--- config.mk ---
export PLATFORM = sky130hd
export DESIGN_NAME = noc_output_stage
export DESIGN_NICKNAME = d
export VERILOG_FILES = /design/src/rtl/noc_pkg.sv /design/src/rtl/flit_link_if.sv /design/src/rtl/packet_source.sv /design/src/rtl/packet_arbiter.sv /design/src/rtl/output_port.sv /design/src/rtl/noc_output_stage.sv
export SDC_FILE = /design/constraint.sdc
export NUM_CORES = 1
export LEC_CHECK = 0
export ABC_AREA = 1
export BUFFER_PORTS_ARGS = -buffer_cell sky130_fd_sc_hd__buf_2
export CAP_MARGIN = 10
export CORE_MARGIN = 4
export CORE_UTILIZATION = 40
export DETAILED_ROUTE_END_ITERATION = 10
export HOLD_SLACK_MARGIN = 0.05
export PLACE_DENSITY = 0.6
export SLEW_MARGIN = 10
export SYNTH_ARGS = -nofsm -noshare
export SYNTH_HDL_FRONTEND = slang
export SYNTH_SLANG_ARGS = --single-unit
--- constraint.sdc ---
create_clock -name munoc_port_3 -period 4.7 [get_ports munoc_port_3]
set_input_delay 1.41 -clock munoc_port_3 [delete_from_list [all_inputs] [get_ports munoc_port_3]]
set_output_delay 1.41 -clock munoc_port_3 [all_outputs]
set_load 0.005 [all_outputs]
--- src/rtl/noc_pkg.sv ---
// Shared widths, flit format and state types, referenced by scoped names across the output stage
package noc_pkg;

	// ************************************************************
	// Widths
	// ************************************************************

	// Payload bits carried by one flit
	localparam int flit_width = 16;

	// Source peers sharing the output link
	localparam int num_sources = 4;

	// Length field holds flit count minus one, so 1 to 8 flits
	localparam int len_width = 3;

	// ************************************************************
	// Policy and state encodings
	// ************************************************************

	typedef enum logic [1:0] {
		arb_round_robin,
		arb_fixed_priority,
		arb_qos
	} arb_mode_e;

	typedef enum logic {
		link_idle,
		link_in_packet
	} link_state_e;

	typedef enum logic {
		src_idle,
		src_sending
	} src_state_e;

	// One flit on the link, last marks the packet tail
	typedef struct packed {
		logic last;
		logic [flit_width-1:0] data;
	} flit_t;

endpackage

--- src/rtl/flit_link_if.sv ---
// Flit stream from one source to the arbiter, with ready returned; used once per source
`timescale 1ns/1ps

interface flit_link_if #(
	parameter int flit_width = noc_pkg::flit_width
);

	// A flit moves when valid and ready are both high at a rising edge
	logic valid;
	noc_pkg::flit_t flit;
	logic ready;

	// Source holds valid and flit steady until accepted
	modport source (
		output valid,
		output flit,
		input ready
	);

	modport arbiter (
		input valid,
		input flit,
		output ready
	);

	// Payload width must agree with the shared flit type
	if (flit_width != noc_pkg::flit_width)
	begin : g_width_check
		$error("flit_link_if payload width differs from noc_pkg::flit_t");
	end

endinterface

--- src/rtl/packet_source.sv ---
// Source peer that queues packet commands and sends each packet as a counting flit stream on its link
`timescale 1ns/1ps

module packet_source #(
	parameter int flit_width = noc_pkg::flit_width,
	parameter int queue_depth = 4
) (
	input logic munoc_port_3,
	input logic munoc_port_1,
	input logic cmd_valid,
	input logic [noc_pkg::len_width-1:0] cmd_len,
	input logic [flit_width-1:0] cmd_base,
	output logic cmd_full,
	flit_link_if.source link
);

	localparam int ptr_width = (queue_depth > 1) ? $clog2(queue_depth) : 1;
	localparam int cnt_width = $clog2(queue_depth + 1);

	// ************************************************************
	// Command queue
	// ************************************************************

	logic [noc_pkg::len_width-1:0] len_mem [queue_depth];
	logic [flit_width-1:0] base_mem [queue_depth];
	logic [ptr_width-1:0] wr_ptr;
	logic [ptr_width-1:0] rd_ptr;
	logic [cnt_width-1:0] count;
	logic push;
	logic pop;
	logic accept;

	// Flit generation state
	noc_pkg::src_state_e state;
	logic [noc_pkg::len_width-1:0] flit_idx;
	logic [flit_width-1:0] data_q;
	logic [flit_width-1:0] flit_data;
	logic flit_last;
	noc_pkg::flit_t flit_out;

	assign cmd_full = (count == cnt_width'(queue_depth));
	assign push = cmd_valid && !cmd_full;
	assign accept = link.valid && link.ready;
	// Head command retires with its last flit
	assign pop = accept && flit_last;

	always_ff @(posedge munoc_port_3)
	begin
		if (push)
		begin
			len_mem[wr_ptr] <= cmd_len;
			base_mem[wr_ptr] <= cmd_base;
		end
	end

	always_ff @(posedge munoc_port_3 or negedge munoc_port_1)
	begin
		if (!munoc_port_1)
		begin
			wr_ptr <= '0;
			rd_ptr <= '0;
			count <= '0;
		end
		else
		begin
			if (push)
				wr_ptr <= (wr_ptr == ptr_width'(queue_depth - 1)) ? '0 : wr_ptr + 1'b1;
			if (pop)
				rd_ptr <= (rd_ptr == ptr_width'(queue_depth - 1)) ? '0 : rd_ptr + 1'b1;
			if (push && !pop)
				count <= count + 1'b1;
			else if (pop && !push)
				count <= count - 1'b1;
		end
	end

	// ************************************************************
	// Flit stream
	// ************************************************************

	// First flit comes straight from the queue head, later ones from the running payload
	assign flit_data = (state == noc_pkg::src_idle) ? base_mem[rd_ptr] : data_q;
	assign flit_last = (flit_idx == len_mem[rd_ptr]);

	always_comb
	begin
		flit_out.last = flit_last;
		flit_out.data = flit_data;
	end

	assign link.valid = (count != '0);
	assign link.flit = flit_out;

	always_ff @(posedge munoc_port_3 or negedge munoc_port_1)
	begin
		if (!munoc_port_1)
		begin
			state <= noc_pkg::src_idle;
			flit_idx <= '0;
		end
		else if (accept)
		begin
			if (flit_last)
			begin
				state <= noc_pkg::src_idle;
				flit_idx <= '0;
			end
			else
			begin
				state <= noc_pkg::src_sending;
				flit_idx <= flit_idx + 1'b1;
			end
		end
	end

	always_ff @(posedge munoc_port_3)
	begin
		if (accept)
			data_q <= flit_data + 1'b1;
	end

	// A presented flit stays offered and unchanged until the arbiter takes it
	a_valid_held: assert property (@(posedge munoc_port_3) disable iff (!munoc_port_1)
		link.valid && !link.ready |=> link.valid && $stable(link.flit));

endmodule

--- src/rtl/packet_arbiter.sv ---
// Packet-locked arbiter for the output link; policy chosen by parameter, grant held per packet
`timescale 1ns/1ps

module packet_arbiter #(
	parameter int num_sources = noc_pkg::num_sources,
	parameter noc_pkg::arb_mode_e arb_mode = noc_pkg::arb_qos
) (
	input logic munoc_port_3,
	input logic munoc_port_1,
	input logic [num_sources-1:0] request,
	input logic [num_sources-1:0] last,
	input logic [num_sources-1:0] enable,
	input logic out_ready,
	output logic [num_sources-1:0] ready,
	output logic [num_sources-1:0] grant,
	output logic out_valid
);

	// ************************************************************
	// Owner and request view
	// ************************************************************

	logic [num_sources-1:0] owner_ptr;
	logic [num_sources-1:0] ptr_next;
	logic [num_sources-1:0] served;
	noc_pkg::link_state_e link_state;

	logic [num_sources-1:0] req;
	logic owner_req;
	logic owner_last;
	logic accept;
	logic tail_accept;
	logic advance;

	// Candidate sets for the next owner
	logic [num_sources-1:0] other_req;
	logic [num_sources-1:0] other_first;
	logic other_any;
	logic [num_sources-1:0] unserved_req;
	logic [num_sources-1:0] unserved_first;
	logic unserved_any;

	// Disabled sources are invisible to arbitration
	assign req = request & enable;
	assign owner_req = |(req & owner_ptr);
	assign owner_last = |(last & owner_ptr);
	assign accept = owner_req && out_ready;
	assign tail_accept = accept && owner_last;

	// Move on after a tail, or when an idle owner has nothing to send
	assign advance = tail_accept || (link_state == noc_pkg::link_idle && !owner_req);

	assign other_req = req & ~owner_ptr;
	assign other_first = other_req & (~other_req + num_sources'(1));
	assign other_any = |other_req;

	assign unserved_req = other_req & ~served;
	assign unserved_first = unserved_req & (~unserved_req + num_sources'(1));
	assign unserved_any = |unserved_req;

	// ************************************************************
	// Next owner per policy
	// ************************************************************

	always_comb
	begin
		ptr_next = owner_ptr;
		case (arb_mode)
			noc_pkg::arb_round_robin:
				for (int j = 0; j < num_sources; j++)
					ptr_next[j] = owner_ptr[(j + num_sources - 1) % num_sources];
			noc_pkg::arb_fixed_priority:
				if (other_any)
					ptr_next = other_first;
			noc_pkg::arb_qos:
				if (unserved_any)
					ptr_next = unserved_first;
				else if (other_any)
					ptr_next = other_first;
			default:
				ptr_next = owner_ptr;
		endcase
	end

	// ************************************************************
	// Pointer, served mask and link state
	// ************************************************************

	always_ff @(posedge munoc_port_3 or negedge munoc_port_1)
	begin
		if (!munoc_port_1)
			owner_ptr <= num_sources'(1);
		else if (advance)
			owner_ptr <= ptr_next;
	end

	// Round is over once no unserved requester remains
	always_ff @(posedge munoc_port_3 or negedge munoc_port_1)
	begin
		if (!munoc_port_1)
			served <= '0;
		else if (advance)
		begin
			if (!unserved_any)
				served <= '0;
			else if (tail_accept)
				served <= served | owner_ptr;
		end
	end

	always_ff @(posedge munoc_port_3 or negedge munoc_port_1)
	begin
		if (!munoc_port_1)
			link_state <= noc_pkg::link_idle;
		else
		begin
			case (link_state)
				noc_pkg::link_idle:
					if (accept && !owner_last)
						link_state <= noc_pkg::link_in_packet;
				noc_pkg::link_in_packet:
					if (tail_accept)
						link_state <= noc_pkg::link_idle;
				default:
					link_state <= noc_pkg::link_idle;
			endcase
		end
	end

	assign ready = owner_ptr & enable & {num_sources{out_ready}};
	assign grant = owner_ptr;
	assign out_valid = owner_req;

	a_grant_onehot: assert property (@(posedge munoc_port_3) disable iff (!munoc_port_1)
		$onehot(grant));

	// No other source may cut into a packet already on the link
	a_grant_locked: assert property (@(posedge munoc_port_3) disable iff (!munoc_port_1)
		link_state == noc_pkg::link_in_packet |-> $stable(grant));

endmodule

--- src/rtl/output_port.sv ---
// Output port: arbitrates the source links and muxes the granted flit onto the output link
`timescale 1ns/1ps

module output_port #(
	parameter int num_sources = noc_pkg::num_sources,
	parameter int flit_width = noc_pkg::flit_width,
	parameter noc_pkg::arb_mode_e arb_mode = noc_pkg::arb_qos
) (
	input logic munoc_port_3,
	input logic munoc_port_1,
	flit_link_if.arbiter links [num_sources],
	input logic [num_sources-1:0] enable,
	input logic out_ready,
	output logic out_valid,
	output noc_pkg::flit_t out_flit
);

	logic [num_sources-1:0] link_valid;
	logic [num_sources-1:0] link_last;
	logic [num_sources-1:0] link_ready;
	logic [num_sources-1:0] grant;
	logic [flit_width:0] link_bits [num_sources];
	logic [flit_width:0] sel_bits;

	// ************************************************************
	// Link gather
	// ************************************************************

	for (genvar i = 0; i < num_sources; i++)
	begin : g_gather
		assign link_valid[i] = links[i].valid;
		assign link_last[i] = links[i].flit.last;
		assign link_bits[i] = links[i].flit;
		assign links[i].ready = link_ready[i];
	end

	packet_arbiter #(
		.num_sources(num_sources),
		.arb_mode(arb_mode)
	) arbiter0 (
		.munoc_port_3(munoc_port_3),
		.munoc_port_1(munoc_port_1),
		.request(link_valid),
		.last(link_last),
		.enable(enable),
		.out_ready(out_ready),
		.ready(link_ready),
		.grant(grant),
		.out_valid(out_valid)
	);

	// One-hot select, no added cycle
	always_comb
	begin
		sel_bits = '0;
		for (int i = 0; i < num_sources; i++)
			sel_bits = sel_bits | (link_bits[i] & {(flit_width + 1){grant[i]}});
	end

	assign out_flit = sel_bits;

	// Stalled output must not change under back-pressure
	a_out_stable: assert property (@(posedge munoc_port_3) disable iff (!munoc_port_1)
		out_valid && !out_ready |=> out_valid && $stable(out_flit));

endmodule

--- src/rtl/noc_output_stage.sv ---
// Top level of one router output port: command ports feed the sources, one link leaves the port
`timescale 1ns/1ps

module noc_output_stage #(
	parameter int num_sources = noc_pkg::num_sources,
	parameter int flit_width = noc_pkg::flit_width,
	parameter noc_pkg::arb_mode_e arb_mode = noc_pkg::arb_qos
) (
	input logic munoc_port_3,
	input logic munoc_port_1,
	input logic cmd_valid,
	input logic [((num_sources > 1) ? $clog2(num_sources) : 1)-1:0] cmd_src,
	input logic [noc_pkg::len_width-1:0] cmd_len,
	input logic [flit_width-1:0] cmd_base,
	output logic [num_sources-1:0] cmd_full,
	input logic [num_sources-1:0] src_enable,
	input logic out_ready,
	output logic out_valid,
	output logic out_last,
	output logic [flit_width-1:0] out_data
);

	localparam int src_width = (num_sources > 1) ? $clog2(num_sources) : 1;

	logic [num_sources-1:0] src_cmd_valid;
	noc_pkg::flit_t port_flit;

	// One link per source, handed to the port as an array
	flit_link_if #(.flit_width(flit_width)) src_link [num_sources] ();

	// ************************************************************
	// Sources
	// ************************************************************

	for (genvar i = 0; i < num_sources; i++)
	begin : g_source
		// Command strobe routed to the addressed source
		assign src_cmd_valid[i] = cmd_valid && (cmd_src == src_width'(i));

		packet_source #(
			.flit_width(flit_width)
		) source0 (
			.munoc_port_3(munoc_port_3),
			.munoc_port_1(munoc_port_1),
			.cmd_valid(src_cmd_valid[i]),
			.cmd_len(cmd_len),
			.cmd_base(cmd_base),
			.cmd_full(cmd_full[i]),
			.link(src_link[i])
		);
	end

	// ************************************************************
	// Output port
	// ************************************************************

	output_port #(
		.num_sources(num_sources),
		.flit_width(flit_width),
		.arb_mode(arb_mode)
	) port0 (
		.munoc_port_3(munoc_port_3),
		.munoc_port_1(munoc_port_1),
		.links(src_link),
		.enable(src_enable),
		.out_ready(out_ready),
		.out_valid(out_valid),
		.out_flit(port_flit)
	);

	assign out_last = port_flit.last;
	assign out_data = port_flit.data;

endmodule

# Word level (Yosys, flattened, before mapping)
# Memories as Yosys holds them, arrays and structs flattened.
# Index checks and enable logic that the tools add are counted.
# word_totals
reg_bits,117
mem_bits_rw,304
elab_cells,205
n_memories,8
# op_classes
addsub,26
eq_ne,20
muxes,43
bitwise,22
reduce_logical,59
# mem_list
name,words,width,read_ports,rd_ports_with_merged_regs,wr,line_no,source
g_source[0].source0.base_mem,4,16,1,0,1,packet_source.sv:25,logic [flit_width-1:0] base_mem [queue_depth];
g_source[1].source0.base_mem,4,16,1,0,1,packet_source.sv:25,
g_source[2].source0.base_mem,4,16,1,0,1,packet_source.sv:25,
g_source[3].source0.base_mem,4,16,1,0,1,packet_source.sv:25,
g_source[0].source0.len_mem,4,3,1,0,1,packet_source.sv:24,logic [noc_pkg::len_width-1:0] len_mem [queue_depth];
g_source[1].source0.len_mem,4,3,1,0,1,packet_source.sv:24,
2 more memories,-,-,-,-,-,-,
# ops
op,n
$and 17x17->17,4
$add 16x1->16 const B,4
$mux 16,4
$or 17x17->17,3
$and 4x4->4,9
$mux 3,12
$logic_and 1x1->1,28
$add 3x1->3 const B,8
$eq 2x2->1 const B,10
$add 2x1->2 const B,8
$mux 2,8
$mux 4,4
$not 4->4,4
$reduce_or 4->1,4
$logic_not 1->1,14
$mux 1,14
$eq 3x3->1,4
$eq 3x3->1 const B,4
$reduce_bool 3->1,4
$sub 3x1->3 const B,4
$reduce_bool 2->1,5
$add 4x1->4 const B,2
$or 4x4->4,1
$reduce_and 2->1,2
6 further kinds,6

# Logic depth before layout (Yosys ltp)
# Gate-level depths: netlist of run 1.
# depth
depth_word,8
depth_mapped,16

# Modules after synthesis
# A second synthesis of run 1 with hierarchy kept.
# unflattened
cells_unflattened,2324
area_unflattened_um2,21390.5
# modules_own_cells
module,n_inst,cells_each,area_each_um2,seq_area_each_um2
packet_source (g_source[1].source0 ...),3,511,4971.0,3037.9
packet_source (g_source[0].source0),1,505,4996.0,3037.9
packet_arbiter,1,117,774.5,226.5
output_port,1,161,676.9,0.0
noc_output_stage,1,8,30.0,0.0

# Least setup slack after synthesis of run 1
# Ideal clock, no wire load.
# synth_path
path_type,input -> register
from,input port src_enable[2]
to,register g_source[2].source0.count[1]
arrival_ps,3909
required_time_ps,4575
slack_ps,667
stages,11
path_buffers,0
path_cell_list,nand2_1 -> nor2_1 -> inv_1 -> nor2_1 -> inv_1 -> nor2_1 -> inv_1 -> ha_1 -> inv_1 -> fa_1 -> mux2_2
# synth_via
elab_chain_len,7
elab_cells_between_ends,9
# synth_rtl
item,line_no,source
start: declaration,noc_output_stage.sv:16,"input logic [num_sources-1:0] src_enable,"
$and 4x4->4 * (2 in a row),packet_arbiter.sv:130,assign ready = owner_ptr & enable & {num_sources{out_ready}};
$logic_and 1x1->1 *,packet_source.sv:43,assign accept = link.valid && link.ready;
via g_source[2].source0.accept,packet_source.sv:31,logic accept;
$logic_and 1x1->1 *,packet_source.sv:45,assign pop = accept && flit_last;
$logic_not 1->1,packet_source.sv:70,if (push && !pop)
$logic_and 1x1->1,packet_source.sv:70,
$mux 3 / $reduce_bool 2->1 (equally long branches),-,
end signal: assignment,packet_source.sv:71,count <= count + 1'b1;
end signal: assignment,packet_source.sv:73,count <= count - 1'b1;
end: declaration,packet_source.sv:28,logic [cnt_width-1:0] count;
# The timed path passes the listed nets; every way through them passes the cells marked *.
# A chain may end at the register's enable or synchronous reset.

# Worst setup path in the final report of run 1
# layout_path
from,register g_source[0].source0.rd_ptr[0]
to,output port out_data[5]
# layout_via
elab_chain_len,6
# layout_rtl
item,line_no,source
start: declaration,packet_source.sv:27,logic [ptr_width-1:0] rd_ptr;
start signal: assignment,packet_source.sv:69,rd_ptr <= (rd_ptr == ptr_width'(queue_depth - 1)) ? '0 : rd_ptr + 1'b1;
$mem_v2 4x16,-,
$mux 16,packet_source.sv:82,assign flit_data = (state == noc_pkg::src_idle) ? base_mem[rd_ptr] : data_q;
$and 17x17->17,output_port.sv:57,sel_bits = sel_bits | (link_bits[i] & {(flit_width + 1){grant[i]}});
$or 17x17->17 (3 in a row),output_port.sv:57,
end: declaration,noc_output_stage.sv:20,output logic [flit_width-1:0] out_data
# No other way between the ends.

==> results of run 1 <==
## placed cells by master, fill, tap and decap left out, drive strengths merged, types with 6 or more instances in the layout
| cell type | netlist | layout |
|---|---|---|
| inv | 167 | 168 |
| nand4 | 7 | 7 |
| o2111ai | 6 | 6 |
| nand3 | 81 | 81 |
| xnor2 | 10 | 10 |
| a21oi | 13 | 13 |
| nor2 | 307 | 307 |
| bufinv | 0 | 6 |
| o21ai | 237 | 237 |
| edfxtp | 368 | 368 |
| clkinv | 1 | 9 |
| dfrtp | 52 | 52 |
| clkbuf | 12 | 70 |
| xor2 | 53 | 53 |
| o22ai | 17 | 17 |
| nand2 | 345 | 345 |
| ha | 32 | 32 |
| nor3 | 21 | 21 |
| buf | 55 | 80 |
## area by class of cell
type,instances,area (um^2)
Sequential cell,421,12400
Fill cell,4412,26000
Timing Repair Buffer,80,475
Clock buffer,70,1340
Antenna cell,3,7.51
Tap cell,615,769
Multi-Input combinational cell,1155,5900
Clock inverter,15,224
Inverter,168,633
## state kept, by name (all words and copies together) (netlist names), named ones only
| name | count |
|---|---|
| port0.arbiter0.grant | 4 |
| g_source.source0.len_mem | 48 |
| g_source.source0.state | 4 |
| port0.arbiter0.served | 4 |
| g_source.source0.flit_idx | 12 |
| g_source.source0.data_q | 64 |
| g_source.source0.rd_ptr | 8 |
| g_source.source0.base_mem | 256 |
| g_source.source0.count | 12 |
| g_source.source0.wr_ptr | 8 |
## per-stage QoR
stage | hold slack (ns) | power (mW) | util [%] | cell area [um^2]
after floorplan | 0.464 | 8.49 | - | 19300
after global placement | 0.479 | 9.77 | 42.2 | 20200
after detailed placement | 0.484 | 9.87 | 42.2 | 20200
after CTS | 0.497 | 13.6 | 45.5 | 21700
after global routing | 0.511 | 14.4 | 45.5 | 21700
final | 0.496 | 13.5 | 45.5 | 21700
## logic make-up after synthesis
logic type	share of synthesized area, %
xor+xnor	2.93
flops	64.1
compound gates	8.15
simple gates	16.6
mux	0.285
buf+inv	5.51
fa+ha+maj	2.49
## report_power, final
part	internal (mW)	switching [mW]	total, mW
sequential	4.62	0.350	4.97
combinational	1.49	3.35	4.84
clock	2.30	1.44	3.73
total	8.41	5.14	13.5
## worst paths after layout
kind	from	end	slack (ns)	depth (start not counted)
max reg2reg	g_source[0].source0.rd_ptr[0]	g_source[0].source0.count[1]	1.38	14
max	g_source[0].source0.rd_ptr[0]	out_data[5]	0.15	9
max in group asynchronous	munoc_port_1	port0.arbiter0.grant[0]	2.85	2
min in group asynchronous	munoc_port_1	g_source[2].source0.count[1]	0.90	1
min	register	register	0.50	1
min reg2reg	register	register	0.50	1
## metal layers
metal	global-route usage (%)	wire (um)	vias to the layer above
met5	0	0	-
met4	4.86	1180	0
met3	4.70	3860	65
met2	28.3	21900	390
met1	26.5	21900	6326
li1	-	-	6240
## critical path: cells and delay by family, from the launching register on
kind,cells,cell delay (ns)
AND/OR/NAND/NOR,3,0.33
buffers and inverters,3,0.76
AO/OA/AOI/OAI,3,1.13
flip-flops,1,0.34
==> flow_summary.toml, run 1 <==
[status]
run_status = "finished clean"

[route]
drt-pass1-iter-count = 5
wl_per_cell_um = 19.3
via_per_inst = 5.15
vias = 13000
drc = 0
ant_nets = 0
drt_iter0_markers = 1258
wl_um = 48900

[critical_path]
cp_max_fo = 31
path_cells = "buf_4 > inv_2 > o21ai_0 > nand2_1 > nand2_1 > nand2_1 > a221oi_1 > o21ai_0 > buf_2"
critical_path_required_ns = 3.29
end_kind = "output port"
critPathMaxStageDelay_ns = 0.45
cp_data_arrival_time_ns = 3.14
worst-setup-path-type = "reg2out"
worst_setup_path_start_kind = "register"
crit_top_cell = "nand2_1"
cpMaxStageDelayCell = "a221oi_1"

[layout]
fin_nets = 1937
areaGrowthSynthToFinish_pct = 12.5
instances_no_fill = 2527
layout-drive-gt1-share_pct = 12.8

[synth]
synth.avg_cell_area_um2 = 10.7
synth_edf_count = 368
ys.flop_type = "edfxtp_1"
syn_nets = 1876
yosys.area.top_type = "edfxtp_1"
synth_commonest_cells = "368 x edfxtp_1, 329 x nand2_1, 294 x nor2_1"
syn_area_um2 = 19300
netlist_instances = 1811
yosysMostFrequentCell = "edfxtp_1"
yosys_warnings = 0
ys_top_cells_by_area = "edfxtp_1 57%, dfrtp_1 6.7%, nand2_1 6.4%"
yosysUniqueCellTypes = 50
async_flop_share_pct = 12.6
ys_seq_area_share_pct = 64.1
synth_top_area_share_pct = 57.2
ys_ff_latch = 421

[worst_hold_path]
hp-class = "reg2reg"

[global_route]
grt_pass1_vias = 12400
antenna_found_initial = 4
grt_overflow = 0
track_usage_pct = 18.5
grt_max_degree = 41
grt_pass1_wl_um = 74100

[timing]
finalSetupTns_ns = 0
rsz0062_at_grt = "no"
skew_ns = 0.0139
max_slew_margin_pct = 49.5
setup_slack_ns = 0.149
period_minus_slack_ns = 4.55
worst_pin_slew_ns = 0.757
period_share_pct = 96.8
finalSetupViolations = 0
hold_violations = 0
slew_viol_final = 0
fmax_mhz = 220

[clock_network]
clk_latency_ns = 0.57
cts_resized = 0
clkTransAtPathRegs_ns = 0.06
hold_buffers = 0
htree_levels = 2
cts_buffers = 46
cts_setup_buffers = 0
root_buffer = "clkbuf_16"
cts_buffer_depth = 3
cts_tree = "yes"
cts_sinks = 421

[power_and_ir_drop]
power_density_nw_per_um2 = 623
max-vdd-ir-drop_uv = 273
p_leak_nw = 8.18

[die]
core_area_um2 = 47700
floorplan.die_area_um2 = 51900
die_h_um = 228
ios = 51
rows = 80
die_w_um = 228
initial_utilization_pct = 40.5

[place]
hpwlAfterDp_um = 31800
pre_cts_slack_ns = 0.536
gp_congestion = 0.930
dp_cells = 2439
io_buffer_count = 50

[job]
cap_viol_max_count = 0
(Power assumes the default switching activity.)
==> inputs of run 2 (changes only) <==
==> constraint.sdc (replaced) <==
create_clock -name munoc_port_3 -period 4.7 [get_ports munoc_port_3]
set_input_delay 0 -clock munoc_port_3 [delete_from_list [all_inputs] [get_ports munoc_port_3]]
set_output_delay 0 -clock munoc_port_3 [all_outputs]
set_load 0.005 [all_outputs]
==> run 2 against run 1 <==
Clock power rose by 3%. Sequential share of layout area is 0.54 points lower. Routed wire length up 4.3%. Core utilization rose by 0.43 points. Non-clock buffer count grew 14. Combinational power rose by 3%. First-iteration DRC count increased by 11%. Final area increased by 0.95%. Hold slack worse by 0.41 ns. Clock skew is 0.010 ns higher. Total power rose by 1.9%. Critical path type unchanged. Critical endpoint is now out_data[14].
==> flow_summary.toml, run 2 (synthesized netlist as in run 1, its figures left out) <==
[global_route]
track_usage_pct = 19.4
grt_pass1_wl_um = 77500
grt_pass1_vias = 12600
grt_max_degree = 54
antenna_found_initial = 3
grt_overflow = 0

[power_and_ir_drop]
p_leak_nw = 8.25
p_switching_mw = 5.31
power_frac_clock_pct = 27.9
swShare_pct = 38.5
seqPwrFrac_pct = 36.0
max-vdd-ir-drop_uv = 285
combPwrFrac_pct = 36.1
p_int_mw = 8.48
power_density_nw_per_um2 = 629

[route]
vias = 13100
via_per_inst = 5.14
wl_per_cell_um = 20.1
drc = 0
wl_um = 51000
drt_iter0_markers = 1396
ant_nets = 0
drt-pass1-iter-count = 5

[timing]
finalSetupTns_ns = 0
slew_viol_final = 0
hold_violations = 0
period_minus_slack_ns = 3.32
period_share_pct = 70.7
worst_pin_slew_ns = 1.17
rsz0062_at_grt = "no"
skew_ns = 0.0244
finalSetupViolations = 0
max_slew_margin_pct = 22.1
fmax_mhz = 301

[die]
floorplan.die_area_um2 = 51900
die_h_um = 228
core_area_um2 = 47700
ios = 51
rows = 80
initial_utilization_pct = 40.5
die_w_um = 228

[clock_network]
cts_sinks = 421
root_buffer = "clkbuf_16"
hold_buffers = 22
cts_resized = 0
clk_latency_ns = 0.57
clkTransAtPathRegs_ns = 0.06
cts_setup_buffers = 0
cts_tree = "yes"
cts_buffer_depth = 3
htree_levels = 2
cts_buffers = 46

[layout]
fin_nets = 1951
mostFrequentLayoutCells = "368 x edfxtp_1, 329 x nand2_1, 285 x nor2_1"
top_register = "g_source.source0.base_mem"
final_common_cell = "edfxtp_1"
areaGrowthSynthToFinish_pct = 13.6
layout-drive-gt1-share_pct = 12.4
instances_no_fill = 2541
largest_reg_flops = 256
top_regs = "g_source.source0.base_mem x256, g_source.source0.data_q x64, g_source.source0.len_mem x48"

[job]
cap_viol_max_count = 0

[critical_path]
worst_setup_path_start_kind = "register"
worst-setup-path-type = "reg2out"
cp_max_fo = 24
cp_data_arrival_time_ns = 3.32
critical_path_required_ns = 4.70
end_kind = "output port"

[status]
run_status = "finished clean"

[worst_hold_path]
hp-class = "in2reg"

[place]
io_buffer_count = 50
gp_congestion = 0.937
dp_cells = 2430
hpwlAfterDp_um = 33700
[run 2: changes by cell type in the layout (fill, tap and decap cells not counted), sizes merged]
cell / delta
clkbuf: -7
clkinvlp: +1
bufinv: +3
clkinv: +3
dlygate4sd3: +22
buf: -8
[run 2: area by class of cell]
cell class | instances | area (um^2)
diodes | 3 | 7.51
clock buffers | 63 | 1270
clock inverters | 22 | 342
fillers | 4338 | 25800
inverters | 168 | 633
multi-input cells | 1155 | 5900
flip-flops and latches | 421 | 12400
well taps | 615 | 769
repair buffers | 94 | 643
[run 2: metal layers]
metal	up-vias	routed length (um)	GRT usage, %
li1	6272	-	-
met4	0	1470	6.03
met3	73	3430	2.79
met2	400	22600	29.5
met1	6310	23500	29.0
met5	-	0	0
[run 2: critical path, cell delays in order (launching register included)]
cell,delay [ns]
dfrtp_1,0.36
buf_4,0.21
inv_2,0.38
o21ai_0,0.15
o21ai_0,0.61
mux2i_1,0.31
o22ai_1,0.24
nor2_1,0.09
o21ai_0,0.19
buf_2,0.21
[run 2: power groups by stage]
stage                     Sequential [mW]  Clock (mW)  Combinational [mW]
after floorplan                      4.90           0                3.59
after global placement               5.02           0                4.88
after detailed placement             5.04           0                4.92
after CTS                            4.97        3.92                4.98
after global routing                 5.03        4.07                5.58
final                                4.97        3.85                4.97
[run 2: per-stage QoR]
step | utilization [%] | total power, mW | cell area [um^2] | setup WS (ns) | hold slack [ns]
floorplan | - | 8.49 | 19300 | 1.50 | -0.296
global placement | 42.1 | 9.90 | 20100 | 1.45 | 0.243
detailed placement | 42.1 | 9.96 | 20100 | 1.45 | 0.255
CTS | 45.9 | 13.9 | 21900 | 1.41 | 0.0540
global route | 45.9 | 14.7 | 21900 | 1.08 | 0.0883
finish | 46.0 | 13.8 | 21900 | 1.38 | 0.0850
[run 2: worst paths after layout]
check	start	to	slack, ns	cells after the start
max in group asynchronous	munoc_port_1	g_source[1].source0.flit_idx[2]	3.98	3
setup reg to reg	port0.arbiter0.grant[2]	g_source[2].source0.count[1]	1.44	12
setup / recovery	g_source[0].source0.rd_ptr[1]	out_data[14]	1.38	9
min in group asynchronous	munoc_port_1	g_source[2].source0.count[2]	0.14	3
hold reg to reg	register	register	0.51	1
hold / removal	cmd_src[1]	g_source[3].source0.wr_ptr[1]	0.08	4
